`src/rtl/stat_pkg.sv`:
```
package stat_pkg;

    // number of event channels feeding the block
    localparam int NUM_CHAN = 4;

    // width of one accumulated total in the count memory
    localparam int COUNT_W = 32;

    // window length in aclk cycles
    localparam int FLUSH_PERIOD = 7;

    // narrow counter width, holds the FLUSH_PERIOD events of one window
    localparam int CHUNK_W = 3;

    // width of a channel index
    localparam int CHAN_W = 2;

    // requesters on the count memory: the channels plus the host read port
    localparam int NUM_SRC = NUM_CHAN + 1;

    // flush timer width, counts FLUSH_PERIOD-1 down to 0
    localparam int TIMER_W = $clog2(FLUSH_PERIOD);

    // memory requesters, also the round-robin pointer value
    typedef enum logic [2:0] {
        SRC_CH0  = 3'd0,
        SRC_CH1  = 3'd1,
        SRC_CH2  = 3'd2,
        SRC_CH3  = 3'd3,
        SRC_HOST = 3'd4
    } src_e;

    // what the count memory does in a given cycle
    typedef enum logic [1:0] {
        OP_IDLE  = 2'd0,
        OP_ACCUM = 2'd1,
        OP_READ  = 2'd2
    } ram_op_e;

endpackage

```
`src/rtl/flush_timer.sv`:
```
`timescale 1ns/1ps

module flush_timer (
    input  logic aclk,
    input  logic rst_i,
    output logic flush_tick_o
);

    // down-counter, one tick per FLUSH_PERIOD cycles
    logic [stat_pkg::TIMER_W-1:0] tick_cnt;

    // reload value for a full window
    localparam logic [stat_pkg::TIMER_W-1:0] RELOAD =
        stat_pkg::TIMER_W'(stat_pkg::FLUSH_PERIOD - 1);

    always_ff @(posedge aclk) begin
        if (rst_i) begin
            // first tick lands FLUSH_PERIOD cycles after release
            tick_cnt <= RELOAD;
        end else if (tick_cnt == '0) begin
            tick_cnt <= RELOAD;
        end else begin
            tick_cnt <= tick_cnt - 1'b1;
        end
    end

    // tick on the terminal count
    // every channel sees the same tick so all windows close together
    assign flush_tick_o = (tick_cnt == '0);

endmodule

```
`src/rtl/event_chunk_counter.sv`:
```
`timescale 1ns/1ps

module event_chunk_counter (
    input  logic                         aclk,
    input  logic                         rst_i,
    input  logic                         event_i,
    input  logic                         flush_tick_i,
    output logic                         req_o,
    input  logic                         grant_i,
    output logic [stat_pkg::CHUNK_W-1:0] chunk_o
);

    // running count for the current window
    logic [stat_pkg::CHUNK_W-1:0] active_cnt;
    // parked count of the last closed window
    logic [stat_pkg::CHUNK_W-1:0] hold_cnt;
    // request level towards the arbiter
    logic                         req;

    always_ff @(posedge aclk) begin
        if (rst_i) begin
            active_cnt <= '0;
        end else if (flush_tick_i) begin
            // the tick-cycle event already belongs to the new window
            active_cnt <= stat_pkg::CHUNK_W'(event_i);
        end else begin
            active_cnt <= active_cnt + stat_pkg::CHUNK_W'(event_i);
        end
    end

    // hold register only changes on a tick
    // it stays stable while the request waits for its grant
    always_ff @(posedge aclk) begin
        if (flush_tick_i) begin
            hold_cnt <= active_cnt;
        end
    end

    always_ff @(posedge aclk) begin
        if (rst_i) begin
            req <= 1'b0;
        end else if (flush_tick_i) begin
            // request rises the cycle after the tick
            req <= 1'b1;
        end else if (grant_i) begin
            // falls the cycle after the grant pulse
            req <= 1'b0;
        end
    end

    assign req_o   = req;
    assign chunk_o = hold_cnt;

    // arbiter must drain the hold register inside one window
    // otherwise the next tick overwrites a chunk not yet added
    a_no_tick_while_pending: assert property (
        @(posedge aclk) disable iff (rst_i)
        flush_tick_i |-> !req
    ) else $error("flush tick while chunk request still pending");

    // a window never holds more events than the narrow counter can count
    a_no_active_overflow: assert property (
        @(posedge aclk) disable iff (rst_i)
        (event_i && !flush_tick_i) |-> (active_cnt != {stat_pkg::CHUNK_W{1'b1}})
    ) else $error("active chunk counter overflow");

endmodule

```
`src/rtl/stat_arbiter.sv`:
```
`timescale 1ns/1ps

module stat_arbiter (
    input  logic                                             aclk,
    input  logic                                             rst_i,
    input  logic [stat_pkg::NUM_CHAN-1:0]                    ch_req_i,
    input  logic [stat_pkg::NUM_CHAN-1:0][stat_pkg::CHUNK_W-1:0] ch_chunk_i,
    output logic [stat_pkg::NUM_CHAN-1:0]                    ch_grant_o,
    input  logic                                             rd_req_i,
    input  logic [stat_pkg::CHAN_W-1:0]                      rd_chan_i,
    output stat_pkg::ram_op_e                                op_o,
    output logic [stat_pkg::CHAN_W-1:0]                      chan_o,
    output logic [stat_pkg::CHUNK_W-1:0]                     chunk_o
);

    // last granted source, search starts just after it
    stat_pkg::src_e                      rr_ptr;
    // host read waiting for its slot
    logic                                host_pend;
    logic [stat_pkg::CHAN_W-1:0]         host_chan;

    // all requesters, host on the top bit to match SRC_HOST
    logic [stat_pkg::NUM_SRC-1:0]        req_vec;
    logic [stat_pkg::NUM_SRC-1:0]        gnt_vec;
    logic                                gnt_any;
    stat_pkg::src_e                      gnt_src;
    logic [stat_pkg::CHAN_W-1:0]         gnt_chan;

    assign req_vec = {host_pend, ch_req_i};

    // round-robin pick, at most one grant per cycle
    always_comb begin : pick
        int idx;
        gnt_vec = '0;
        gnt_any = 1'b0;
        gnt_src = rr_ptr;
        for (int k = 1; k <= stat_pkg::NUM_SRC; k++) begin
            idx = (int'(rr_ptr) + k) % stat_pkg::NUM_SRC;
            if (!gnt_any && req_vec[idx]) begin
                gnt_any      = 1'b1;
                gnt_vec[idx] = 1'b1;
                gnt_src      = stat_pkg::src_e'(idx);
            end
        end
    end

    // channel part of the source id, only meaningful for SRC_CH*
    assign gnt_chan   = gnt_src[stat_pkg::CHAN_W-1:0];
    assign ch_grant_o = gnt_vec[stat_pkg::NUM_CHAN-1:0];

    // memory command follows the grant in the same cycle
    always_comb begin
        op_o    = stat_pkg::OP_IDLE;
        chan_o  = '0;
        chunk_o = '0;
        if (gnt_any) begin
            if (gnt_src == stat_pkg::SRC_HOST) begin
                op_o   = stat_pkg::OP_READ;
                chan_o = host_chan;
            end else begin
                op_o    = stat_pkg::OP_ACCUM;
                chan_o  = gnt_chan;
                chunk_o = ch_chunk_i[gnt_chan];
            end
        end
    end

    always_ff @(posedge aclk) begin
        if (rst_i) begin
            // CH0 gets first look after reset
            rr_ptr <= stat_pkg::SRC_HOST;
        end else if (gnt_any) begin
            rr_ptr <= gnt_src;
        end
    end

    // pending host read latch
    always_ff @(posedge aclk) begin
        if (rst_i) begin
            host_pend <= 1'b0;
        end else if (rd_req_i) begin
            host_pend <= 1'b1;
        end else if (gnt_vec[stat_pkg::SRC_HOST]) begin
            host_pend <= 1'b0;
        end
    end

    always_ff @(posedge aclk) begin
        if (rd_req_i) begin
            host_chan <= rd_chan_i;
        end
    end

    // single grant, and only to a source that is asking
    a_grant_onehot: assert property (
        @(posedge aclk) disable iff (rst_i)
        $onehot0(gnt_vec) && ((gnt_vec & ~req_vec) == '0)
    ) else $error("arbiter grant not one-hot or not requested");

    // host side keeps at most one read outstanding
    a_no_read_while_pending: assert property (
        @(posedge aclk) disable iff (rst_i)
        rd_req_i |-> !host_pend
    ) else $error("host read issued while previous read pending");

endmodule

```
`src/rtl/count_ram.sv`:
```
`timescale 1ns/1ps

module count_ram (
    input  logic                         aclk,
    input  logic                         rst_i,
    input  stat_pkg::ram_op_e            op_i,
    input  logic [stat_pkg::CHAN_W-1:0]  chan_i,
    input  logic [stat_pkg::CHUNK_W-1:0] chunk_i,
    output logic [stat_pkg::COUNT_W-1:0] rd_data_o,
    output logic                         rd_valid_o
);

    // wide per-channel totals
    logic [stat_pkg::COUNT_W-1:0] totals [stat_pkg::NUM_CHAN];
    logic [stat_pkg::COUNT_W-1:0] rd_data;
    logic                         rd_valid;

    // zero-extended chunk for the adder
    logic [stat_pkg::COUNT_W-1:0] chunk_ext;

    assign chunk_ext = stat_pkg::COUNT_W'(chunk_i);

    // read, add and write back in one cycle
    always_ff @(posedge aclk) begin
        if (rst_i) begin
            for (int i = 0; i < stat_pkg::NUM_CHAN; i++) begin
                totals[i] <= '0;
            end
        end else if (op_i == stat_pkg::OP_ACCUM) begin
            totals[chan_i] <= totals[chan_i] + chunk_ext;
        end
    end

    // host read data, registered
    // an accumulation in the same cycle cannot happen, one op per cycle
    always_ff @(posedge aclk) begin
        if (op_i == stat_pkg::OP_READ) begin
            rd_data <= totals[chan_i];
        end
    end

    always_ff @(posedge aclk) begin
        if (rst_i) begin
            rd_valid <= 1'b0;
        end else begin
            // one-cycle pulse after the read slot
            rd_valid <= (op_i == stat_pkg::OP_READ);
        end
    end

    assign rd_data_o  = rd_data;
    assign rd_valid_o = rd_valid;

    // arbiter always drives a defined command once out of reset
    a_op_known: assert property (
        @(posedge aclk) disable iff (rst_i)
        !$isunknown(op_i)
    ) else $error("count memory op is unknown");

endmodule

```
`src/rtl/event_stat_top.sv`:
```
`timescale 1ns/1ps

module event_stat_top (
    input  logic                          aclk,
    input  logic                          rst_i,
    input  logic [stat_pkg::NUM_CHAN-1:0] event_i,
    input  logic                          rd_req_i,
    input  logic [stat_pkg::CHAN_W-1:0]   rd_chan_i,
    output logic [stat_pkg::COUNT_W-1:0]  rd_data_o,
    output logic                          rd_valid_o
);

    // shared window tick
    logic                                              flush_tick;

    // channel side of the arbiter
    logic [stat_pkg::NUM_CHAN-1:0]                     ch_req;
    logic [stat_pkg::NUM_CHAN-1:0]                     ch_grant;
    logic [stat_pkg::NUM_CHAN-1:0][stat_pkg::CHUNK_W-1:0] ch_chunk;

    // memory command from the arbiter
    stat_pkg::ram_op_e                                 ram_op;
    logic [stat_pkg::CHAN_W-1:0]                       ram_chan;
    logic [stat_pkg::CHUNK_W-1:0]                      ram_chunk;

    flush_timer u_timer (
        .aclk         (aclk),
        .rst_i        (rst_i),
        .flush_tick_o (flush_tick)
    );

    // one narrow counter per channel
    for (genvar g = 0; g < stat_pkg::NUM_CHAN; g++) begin : g_chan
        event_chunk_counter u_chunk (
            .aclk         (aclk),
            .rst_i        (rst_i),
            .event_i      (event_i[g]),
            .flush_tick_i (flush_tick),
            .req_o        (ch_req[g]),
            .grant_i      (ch_grant[g]),
            .chunk_o      (ch_chunk[g])
        );
    end

    stat_arbiter u_arb (
        .aclk       (aclk),
        .rst_i      (rst_i),
        .ch_req_i   (ch_req),
        .ch_chunk_i (ch_chunk),
        .ch_grant_o (ch_grant),
        .rd_req_i   (rd_req_i),
        .rd_chan_i  (rd_chan_i),
        .op_o       (ram_op),
        .chan_o     (ram_chan),
        .chunk_o    (ram_chunk)
    );

    // wide totals plus host read port
    count_ram u_ram (
        .aclk       (aclk),
        .rst_i      (rst_i),
        .op_i       (ram_op),
        .chan_i     (ram_chan),
        .chunk_i    (ram_chunk),
        .rd_data_o  (rd_data_o),
        .rd_valid_o (rd_valid_o)
    );

endmodule

```
`config.mk`:
```
export PLATFORM = sky130hd
export DESIGN_NAME = event_stat_top
export DESIGN_NICKNAME = d
export VERILOG_FILES = /design/src/rtl/stat_pkg.sv /design/src/rtl/flush_timer.sv /design/src/rtl/event_chunk_counter.sv /design/src/rtl/stat_arbiter.sv /design/src/rtl/count_ram.sv /design/src/rtl/event_stat_top.sv
export SDC_FILE = /design/constraint.sdc
export NUM_CORES = 1
export LEC_CHECK = 0
export BUFFER_PORTS_ARGS = -buffer_cell sky130_fd_sc_hd__buf_2
export CAP_MARGIN = 20
export CORE_UTILIZATION = 61
export DETAILED_ROUTE_END_ITERATION = 8
export PLACE_DENSITY = 0.85
export SYNTH_ARGS = -nofsm -noshare
export SYNTH_HDL_FRONTEND = slang
export SYNTH_SLANG_ARGS = --single-unit
```
`constraint.sdc`:
```
create_clock -name aclk -period 25.5 [get_ports aclk]
set_clock_uncertainty 0.15 [all_clocks]
set_input_delay 0 -clock aclk [delete_from_list [all_inputs] [get_ports aclk]]
set_output_delay 0 -clock aclk [all_outputs]
set_load 0.05 [all_outputs]
```
==> results of run 1 <==
final timing paths:
| kind | startpoint | end | slack (ns) |
|---|---|---|---|
| hold / removal | rd_chan_i[1] | u_arb.host_chan[1] | 0.13 |
| setup / recovery | u_arb.rr_ptr[1] | u_ram.totals[2][20] | 15.00 |
| setup reg to reg | u_arb.rr_ptr[1] | u_ram.totals[2][20] | 15.00 |
| hold reg to reg | u_timer.tick_cnt[0] | u_timer.tick_cnt[0] | 0.28 |
sequential cells by signal, indices dropped and copies added, names as in the netlist:
name,count
u_ram.totals,128
u_ram.rd_data_o,32
g_chan.u_chunk.active_cnt,12
g_chan.u_chunk.chunk_o,12
g_chan.u_chunk.req_o,4
u_arb.rr_ptr,3
u_timer.tick_cnt,3
u_arb.host_chan,2
u_arb.host_pend,1
u_ram.rd_valid_o,1
synth_stat cells (all sizes together) (7+ instances only):
| master | number |
|---|---|
| a211oi | 13 |
| a21o | 10 |
| a21oi | 95 |
| a31oi | 12 |
| and2 | 15 |
| and3 | 10 |
| buf | 31 |
| clkbuf | 29 |
| dfxtp | 24 |
| edfxtp | 174 |
| ha | 40 |
| inv | 53 |
| mux2 | 27 |
| mux2i | 79 |
| nand2 | 75 |
| nand2b | 13 |
| nand3 | 28 |
| nand4 | 17 |
| nor2 | 107 |
| nor2b | 7 |
| nor3 | 22 |
| nor4 | 8 |
| o21ai | 45 |
| o31ai | 10 |
| or3 | 16 |
| or4 | 10 |
| xnor2 | 25 |
final cells by class:
class                           instances  area share
Clock buffer                           19      0.0343
Clock inverter                         13      0.0129
Inverter                               53      0.0157
Multi-Input combinational cell        774       0.429
Sequential cell                       198       0.451
Tap cell                              234      0.0232
Timing Repair Buffer                   67      0.0337
timing repair:
action	4_1_cts	5_1_grt
hold buffers	10	0
setup buffers	0	0
endpoints found under the hold margin	23	0
metrics by stage:
stage | cell area, µm² | util | hold WS, ns | cells
3_5_place_dp | 11900 | 0.641 | 0.0284 | 1316
3_3_place_gp | 11900 | 0.641 | 0.0274 | 1316
4_1_cts | 12600 | 0.678 | 0.104 | 1358
5_1_grt | 12600 | 0.678 | 0.141 | 1358
6_report | 12600 | 0.678 | 0.128 | 1358
2_1_floorplan | 11600 | - | -0.0511 | 1085
worst reg2reg max path, delay by kind of cell, from the launching register on:
kind | cells | cell delay [ns]
flops | 1 | 0.75
compound gates | 9 | 1.70
fa+ha+maj | 5 | 1.88
xor+xnor | 2 | 0.48
buf+inv | 4 | 0.82
mux | 1 | 0.49
simple gates | 10 | 4.09
metal layers:
layer	vias to the layer above	part of all wire	GRT usage
met1	4203	0.41	0.351
met5	-	0	0
met2	381	0.50	0.488
met4	0	0.026	0.121
met3	65	0.064	0.0397
li1	4103	-	-
cell families (layout without fill, tap and decap cells):
logic type      Yosys count  in the layout  synth area share
compound gates          246            246             0.142
fa+ha+maj                41             41            0.0449
simple gates            353            353             0.160
buf+inv                 113            152            0.0434
mux                     106            106            0.0954
flops                   198            198             0.492
xor+xnor                 28             28            0.0228
==> results_dict.tcl, run 1 <==
set metrics [dict create \
    multi_input_area_um2 5420 \
    portBuffers 41 \
    cts_sinks 198 \
    synth-seq-cells 198 \
    crit_type "flop to flop" \
    area_growth_pct 8.96 \
    endpoint_kind "flop" \
    dp_slack_ns 15.28 \
    synth_area_leader_cell "edfxtp_1" \
    fp.dieArea_um2 19600 \
    dr_total_vias 8752 \
    cts-buffers-inserted 17 \
    clk_latency_ns 0.45 \
    drv_slew 0 \
    htreeDepth 4 \
    via_per_inst 6.44 \
    cap_violations 0 \
    grt_max_degree 73 \
    outcome "completed" \
    antenna_found_initial 0 \
    cts_resized 0 \
    cp.required_ns 25.64 \
    synth_edf_count 174 \
    ys.flop_type "edfxtp_1" \
    tns_ns 0 \
    first_pass_iters 6 \
    yosysWarnings 0 \
    drt_iter0_markers 707 \
    ys_top_cells_by_area "edfxtp_1, mux2i_1, ha_1, dfxtp_1, a21oi_1" \
    grt_pass1_vias 8493 \
    worst_slack_ns 15.00 \
    grt_overflow_total 0 \
    dp_hpwl_mm 16.9 \
    core_um2 18600 \
    cp_num_buf_inv 4 \
    rsz0062_at_grt "no" \
    yosysUniqueCellTypes 92 \
    place.gp.congestion 0.937 \
    post-route-min-period_ns 10.50 \
    antenna_cells 0 \
    avgRoutedWirePerCell_um 19.7 \
    io_pins 42 \
    path_max_fanout 39 \
    grt_usage 0.281 \
    netlist_instances 1085 \
    initial_core_util 0.622 \
    finalHoldViolCount 0 \
    drive_gt1_frac 0.136 \
    cts.path.max_buffers 2 \
    syn_nets 1135 \
    layout.nets 1161 \
    period_share 0.412 \
    crit_slowest_cell "dfxtp_1" \
    crit_path_frequent_cell "ha_1" \
    wl_mm 26.8 \
    startpoint_type "flop" \
    regArea_um2 5710 \
    layout_common_cells "edfxtp_1, nor2_1, a21oi_1" \
    die_w_um 140 \
    worst_slew_pin_slew_ns 1.14 \
    rows 50 \
    path_delay_family "simple AND/OR/NAND/NOR gates" \
    reg2reg_depth 31 \
    cpPeakStageDelay_ns 0.75 \
    ys_seq_area_frac 0.492 \
    mostFrequentLayoutCell "edfxtp_1" \
    cp.arrival_ns 10.64 \
    grt_pass1_wl_mm 42.7 \
    slew_headroom 0.237 \
    syn-cell-area_um2 11600 \
    path_depth 31 \
    clock.fmax_mhz 95.2 \
    cts.reportedPaths.clkPinSlew_ns 0.07 \
    synth_top_area_frac 0.450 \
    n_fill_cell 1362 \
    setup_violations 0 \
    whs_path_depth 2 \
    drc 0 \
    syn_avg_cell_area_um2 10.7 \
    die_y_um 140 \
    hp-class "input port to flop" \
    cts_root_buffer "clkbuf_16" \
    cts_tree "yes" \
    ant_nets 0 \
    ys_async_sr_fraction 0 \
]
Power of run 1 is left out: the tool's default activity adds up to more than one toggle a clock period on the data nets, which glitch-free logic cannot reach.
==> inputs of run 2 (changes only) <==
Settings changed: CORE_UTILIZATION 61 to 57, PLACE_DENSITY 0.85 to 0.83.
Clock period 25.5 ns to 9.4 ns, I/O delays scaled along.
==> run 2 against run 1 <==
  * Cell area rose by 0.89%
  * Setup slack worse by 14 ns
  * Fmax increased by 19%
  * Non-clock buffer count is 6 higher
  * Hold slack hardly changed
  * First-iteration DRC count is 5.5% higher
  * Sequential share of layout area down 0.39 points
  * Register-to-register slack lost 14 ns
  * Core utilization decreased by 3.1 points
  * Critical path depth down 7
  * Cell count grew 2.7%
  * Sequential cell count did not move
  * Critical path type unchanged
  * Largest cell class unchanged
==> results_dict.tcl, run 2 (synthesized netlist as in run 1, its figures left out) <==
set metrics [dict create \
    cts_sinks 198 \
    post-route-min-period_ns 8.85 \
    cts_tree "yes" \
    hp-class "input port to flop" \
    drc 0 \
    crit_path_frequent_cell "ha_1" \
    tns_ns 0 \
    final_util 0.647 \
    rows 51 \
    cap_violations 0 \
    grt_pass1_vias 8615 \
    place.gp.congestion 0.922 \
    ant_nets 0 \
    reg2reg_depth 24 \
    cp_num_buf_inv 2 \
    wl_met3_mm 1.74 \
    largest_reg_flops 128 \
    dp_cells 1352 \
    first_pass_iters 6 \
    cp.required_ns 9.52 \
    path_max_fanout 60 \
    period_share 0.941 \
    clock.fmax_mhz 113 \
    die_w_um 145 \
    r2r_end "u_ram.totals[1][29]" \
    layout_common_cells "edfxtp_1, nor2_1, a21oi_1" \
    dp_hpwl_mm 17.3 \
    dp_slack_ns 0.666 \
    cts.path.max_buffers 2 \
    worst_slew_pin_slew_ns 1.07 \
    final_cells 1395 \
    crit_start "u_arb.rr_ptr[1]" \
    avgRoutedWirePerCell_um 19.5 \
    slew_headroom 0.288 \
    drv_slew 0 \
    cts_root_buffer "clkbuf_16" \
    layout.nets 1167 \
    cpPeakStageDelay_ns 0.75 \
    area_growth_pct 9.94 \
    crit_type "flop to flop" \
    worst_slack_ns 0.550 \
    fp.dieArea_um2 20900 \
    drive_gt1_frac 0.146 \
    cp_cell_sequence "ha_1 -> xnor2_4 -> inv_2 -> ha_1 -> nor4b_1 -> or3_1 -> xnor2_1 -> ha_1 -> nand2b_1 -> a21o_1 -> o21a_1 -> nor2_1 -> mux2i_1 -> a32o_1 -> or2_1 -> a31oi_4 -> o32ai_4 -> buf_12 -> mux2i_1 -> mux2_4 -> nor4_4 -> nand4_2 -> or4_1 -> a21oi_1" \
    outcome "completed" \
    endpoint "u_ram.totals[1][29]" \
    clk_latency_ns 0.44 \
    grt_pass1_wl_mm 42.9 \
    startpoint_type "flop" \
    cp.arrival_ns 8.97 \
    crit_slowest_cell "o32ai_4" \
    rsz0062_at_grt "no" \
    core_um2 19700 \
    endpoint_kind "flop" \
    wl_mm 27.2 \
    reg2reg_from "u_arb.rr_ptr[1]" \
    via_per_inst 6.32 \
    grt_max_degree 61 \
    portBuffers 41 \
    grt_usage 0.269 \
    mostFrequentLayoutCell "edfxtp_1" \
    path_delay_family "simple AND/OR/NAND/NOR gates" \
    worstHoldStart "rd_chan_i[0]" \
    io_pins 42 \
    cts-buffers-inserted 17 \
    highest_layer "met4" \
    htreeDepth 4 \
    path_depth 24 \
    r2r_slack_ns 0.55 \
    antenna_cells 0 \
    drt_iter0_markers 746 \
    setup_violations 0 \
    dr_total_vias 8815 \
    met2_wirelength_mm 13.5 \
    cts.reportedPaths.clkPinSlew_ns 0.07 \
    max_flop_register "u_ram.totals" \
    finalHoldViolCount 0 \
    grt_overflow_total 0 \
    antenna_found_initial 0 \
    drt-met1-wl_mm 11.1 \
    die_y_um 145 \
    initial_core_util 0.588 \
]
-- run 2: cell types whose count changed in the layout (fill, tap and decap cells not counted), moves of 2 or more --
cell and delta:
buf_4 +4, clkinv_2 -2, clkinvlp_4 +2, nand2b_1 -2, nand2b_2 +2
-- run 2: worst min-delay path by stage --
stage	end	slack, ns	cells after the start
floorplan	u_arb.host_chan[0]	-0.05	0
global placement	u_arb.host_chan[0]	0.03	1
detailed placement	u_arb.host_chan[0]	0.03	1
CTS	u_arb.host_chan[0]	0.12	2
global route	u_arb.host_chan[1]	0.13	2
finish	u_arb.host_chan[0]	0.13	2
-- run 2: per-stage QoR --
step / area (µm²) / hold WS, ns
global route: 12800 / 0.127
finish: 12800 / 0.128
global placement: 12000 / 0.0301
CTS: 12700 / 0.119
floorplan: 11600 / -0.0511
detailed placement: 12000 / 0.0287
-- run 2: final cells by class --
| class | instances | area (µm²) |
|---|---|---|
| clock buffer | 18 | 429 |
| tap | 265 | 332 |
| inverter | 53 | 199 |
| clock inverter | 14 | 161 |
| multi-input combinational | 774 | 5440 |
| timing repair buffer | 73 | 487 |
| sequential | 198 | 5710 |
| fill | 1446 | 6970 |
-- run 2: worst register-to-register path: cells and delay by family, from the launching register on --
family	cells	cell delay [ns]
DFF	1	0.49
and+or+nand+nor	8	3.42
adders and majority gates	3	0.89
buffers and inverters	2	0.59
AOI/OAI and AO/OA	6	1.90
xor gates and xnor gates	2	0.43
muxes	3	0.83
-- run 2: metal layers --
metal / up-vias / global-route usage
met1: 4219 / 0.336
met5: - / 0
li1: 4110 / -
met2: 428 / 0.465
met3: 58 / 0.0398
met4: 0 / 0.117
-- run 2: timing repair --
action | CTS | global route
buffers inserted | 0 | 1
endpoints found under the setup margin | 0 | 57
gates resized for setup | 0 | 4
hold buffers | 10 | 0
endpoints found under the hold margin | 23 | 0
Power of run 2 is left out for the same reason.
==> inputs of run 3 (changes only) <==
Settings changed: ABC_AREA set to 1.
==> run 3 against run 2 <==
  * Wire length rose by 9.3%
  * Die area rose by 6.0%
  * Fmax is 9.6% higher
  * Global-route usage grew 1.1 points
  * Via count increased by 16%
  * Register-to-register slack gained 0.77 ns
  * Critical path depth up 16
  * Synthesized cell count rose by 37%
  * Clock-buffer cell count increased by 1
  * Synthesized area grew 6.1%
==> results_dict.tcl, run 3 <==
set metrics [dict create \
    first_pass_iters 6 \
    path_max_fanout 38 \
    ys_top_cells_by_area "edfxtp_1, nand2_1, inv_1, nor2_1, nand3_1" \
    netlist_instances 1488 \
    worst_slew_pin_slew_ns 0.981 \
    startpoint_type "flop" \
    r2r_slack_ns 1.32 \
    io_pins 42 \
    largest_reg_flops 128 \
    initial_core_util 0.583 \
    clk_latency_ns 0.44 \
    setup_violations 0 \
    via_per_inst 5.63 \
    post-route-min-period_ns 8.08 \
    cts_root_buffer "clkbuf_16" \
    synthAdderAreaFrac 0.0423 \
    fp.dieArea_um2 22200 \
    grt_pass1_wl_mm 48.4 \
    layout.nets 1573 \
    cap_violations 0 \
    ys.flop_type "edfxtp_1" \
    drive_gt1_frac 0.150 \
    grt_max_degree 58 \
    cts-buffers-inserted 17 \
    cts.reportedPaths.clkPinSlew_ns 0.07 \
    yosys.area_share.simple 0.322 \
    cp.required_ns 9.42 \
    syn-cell-area_um2 12300 \
    core_um2 21100 \
    synth_top_family_by_area "simple AND/OR/NAND/NOR gates" \
    clock.fmax_mhz 124 \
    layout_common_cells "nand2_1, inv_1, nor2_1" \
    cts.path.max_buffers 2 \
    rows 53 \
    ys_async_sr_fraction 0 \
    synth_top_area_frac 0.425 \
    drt_iter0_markers 1056 \
    synth_edf_count 174 \
    outcome "completed" \
    ys_seq_area_frac 0.464 \
    path_delay_family "simple AND/OR/NAND/NOR gates" \
    slew_headroom 0.344 \
    ant_nets 0 \
    cts_sinks 198 \
    synth_compound_area_frac 0.0552 \
    cp.arrival_ns 8.09 \
    grt_pass1_vias 10000 \
    endpoint_kind "flop" \
    place_area_um2 12600 \
    finalHoldViolCount 0 \
    design_area_um2 13300 \
    synth_xor_area_frac 0.0140 \
    synth.most_common_cell "nand2_1" \
    crit_slowest_cell "inv_4" \
    cp_num_buf_inv 9 \
    tns_ns 0 \
    synth-seq-cells 198 \
    syn_nets 1538 \
    drc 0 \
    cts_resized 0 \
    holdWs_ns 0.118 \
    hp-class "input port to flop" \
    antenna_cells 0 \
    syn_avg_cell_area_um2 8.27 \
    cpPeakStageDelay_ns 0.66 \
    portBuffers 41 \
    die_y_um 149 \
    dr_total_vias 10200 \
    synth_area_leader_cell "edfxtp_1" \
    rsz0062_at_grt "no" \
    antenna_found_initial 0 \
    grt_overflow_total 0 \
    ys_top_cells_by_count "nand2_1, inv_1, nor2_1, edfxtp_1, nand3_1" \
    yosysWarnings 0 \
    yosysUniqueCellTypes 58 \
    period_share 0.859 \
    crit_type "flop to flop" \
    drv_slew 0 \
    place.gp.congestion 0.929 \
    grt_usage 0.281 \
    dp_hpwl_mm 20.0 \
    avgRoutedWirePerCell_um 16.4 \
    max_flop_register "u_ram.totals" \
    cts_tree "yes" \
    wl_mm 29.7 \
    area_growth_pct 7.93 \
    mostFrequentLayoutCell "nand2_1" \
    die_w_um 149 \
    htreeDepth 4 \
    synthMuxAreaShare 0 \
]
## run 3: repair_timing
action,CTS,global route
hold endpoints to repair,24,0
setup buffers,0,0
hold buffers,8,0
## run 3: layout make-up
cell class,instances,area (µm²)
Sequential cell,198,5710
Timing Repair Buffer,62,383
Fill cell,1772,7810
Clock buffer,19,434
Clock inverter,13,115
Tap cell,275,344
Inverter,250,942
Multi-Input combinational cell,994,5350
## run 3: final timing paths
kind,startpoint,to,depth (start not counted)
setup reg to reg,u_arb.rr_ptr[1],u_ram.totals[0][14],40
hold reg to reg,u_timer.tick_cnt[0],u_timer.tick_cnt[0],1
hold / removal,rd_chan_i[1],u_arb.host_chan[1],2
setup / recovery,u_arb.rr_ptr[1],u_ram.totals[0][14],40
## run 3: routing by layer
| metal | routed length (µm) | GRT usage | vias to the layer above | part of all wire |
|---|---|---|---|---|
| met3 | 2400 | 0.0523 | 53 | 0.081 |
| met1 | 12100 | 0.360 | 4806 | 0.41 |
| met4 | 481 | 0.0893 | 0 | 0.016 |
| li1 | - | - | 4892 | - |
| met5 | 0 | 0 | - | 0 |
| met2 | 14800 | 0.478 | 444 | 0.50 |
## run 3: cells by family after synthesis
kind of cell               Yosys count
AOI/OAI and AO/OA                  110
xor gates and xnor gates            18
adders and majority gates           41
buffers and inverters              296
DFF                                198
and+or+nand+nor                    825
## run 3: through the flow
step / setup WS [ns] / cells / utilization
3_3_place_gp: 1.79 / 1771 / 0.600
5_1_grt: 0.637 / 1811 / 0.630
4_1_cts: 1.42 / 1811 / 0.630
6_report: 1.32 / 1811 / 0.630
2_1_floorplan: 2.65 / 1488 / -
3_5_place_dp: 1.47 / 1771 / 0.600
Power of run 3 is left out for the same reason.
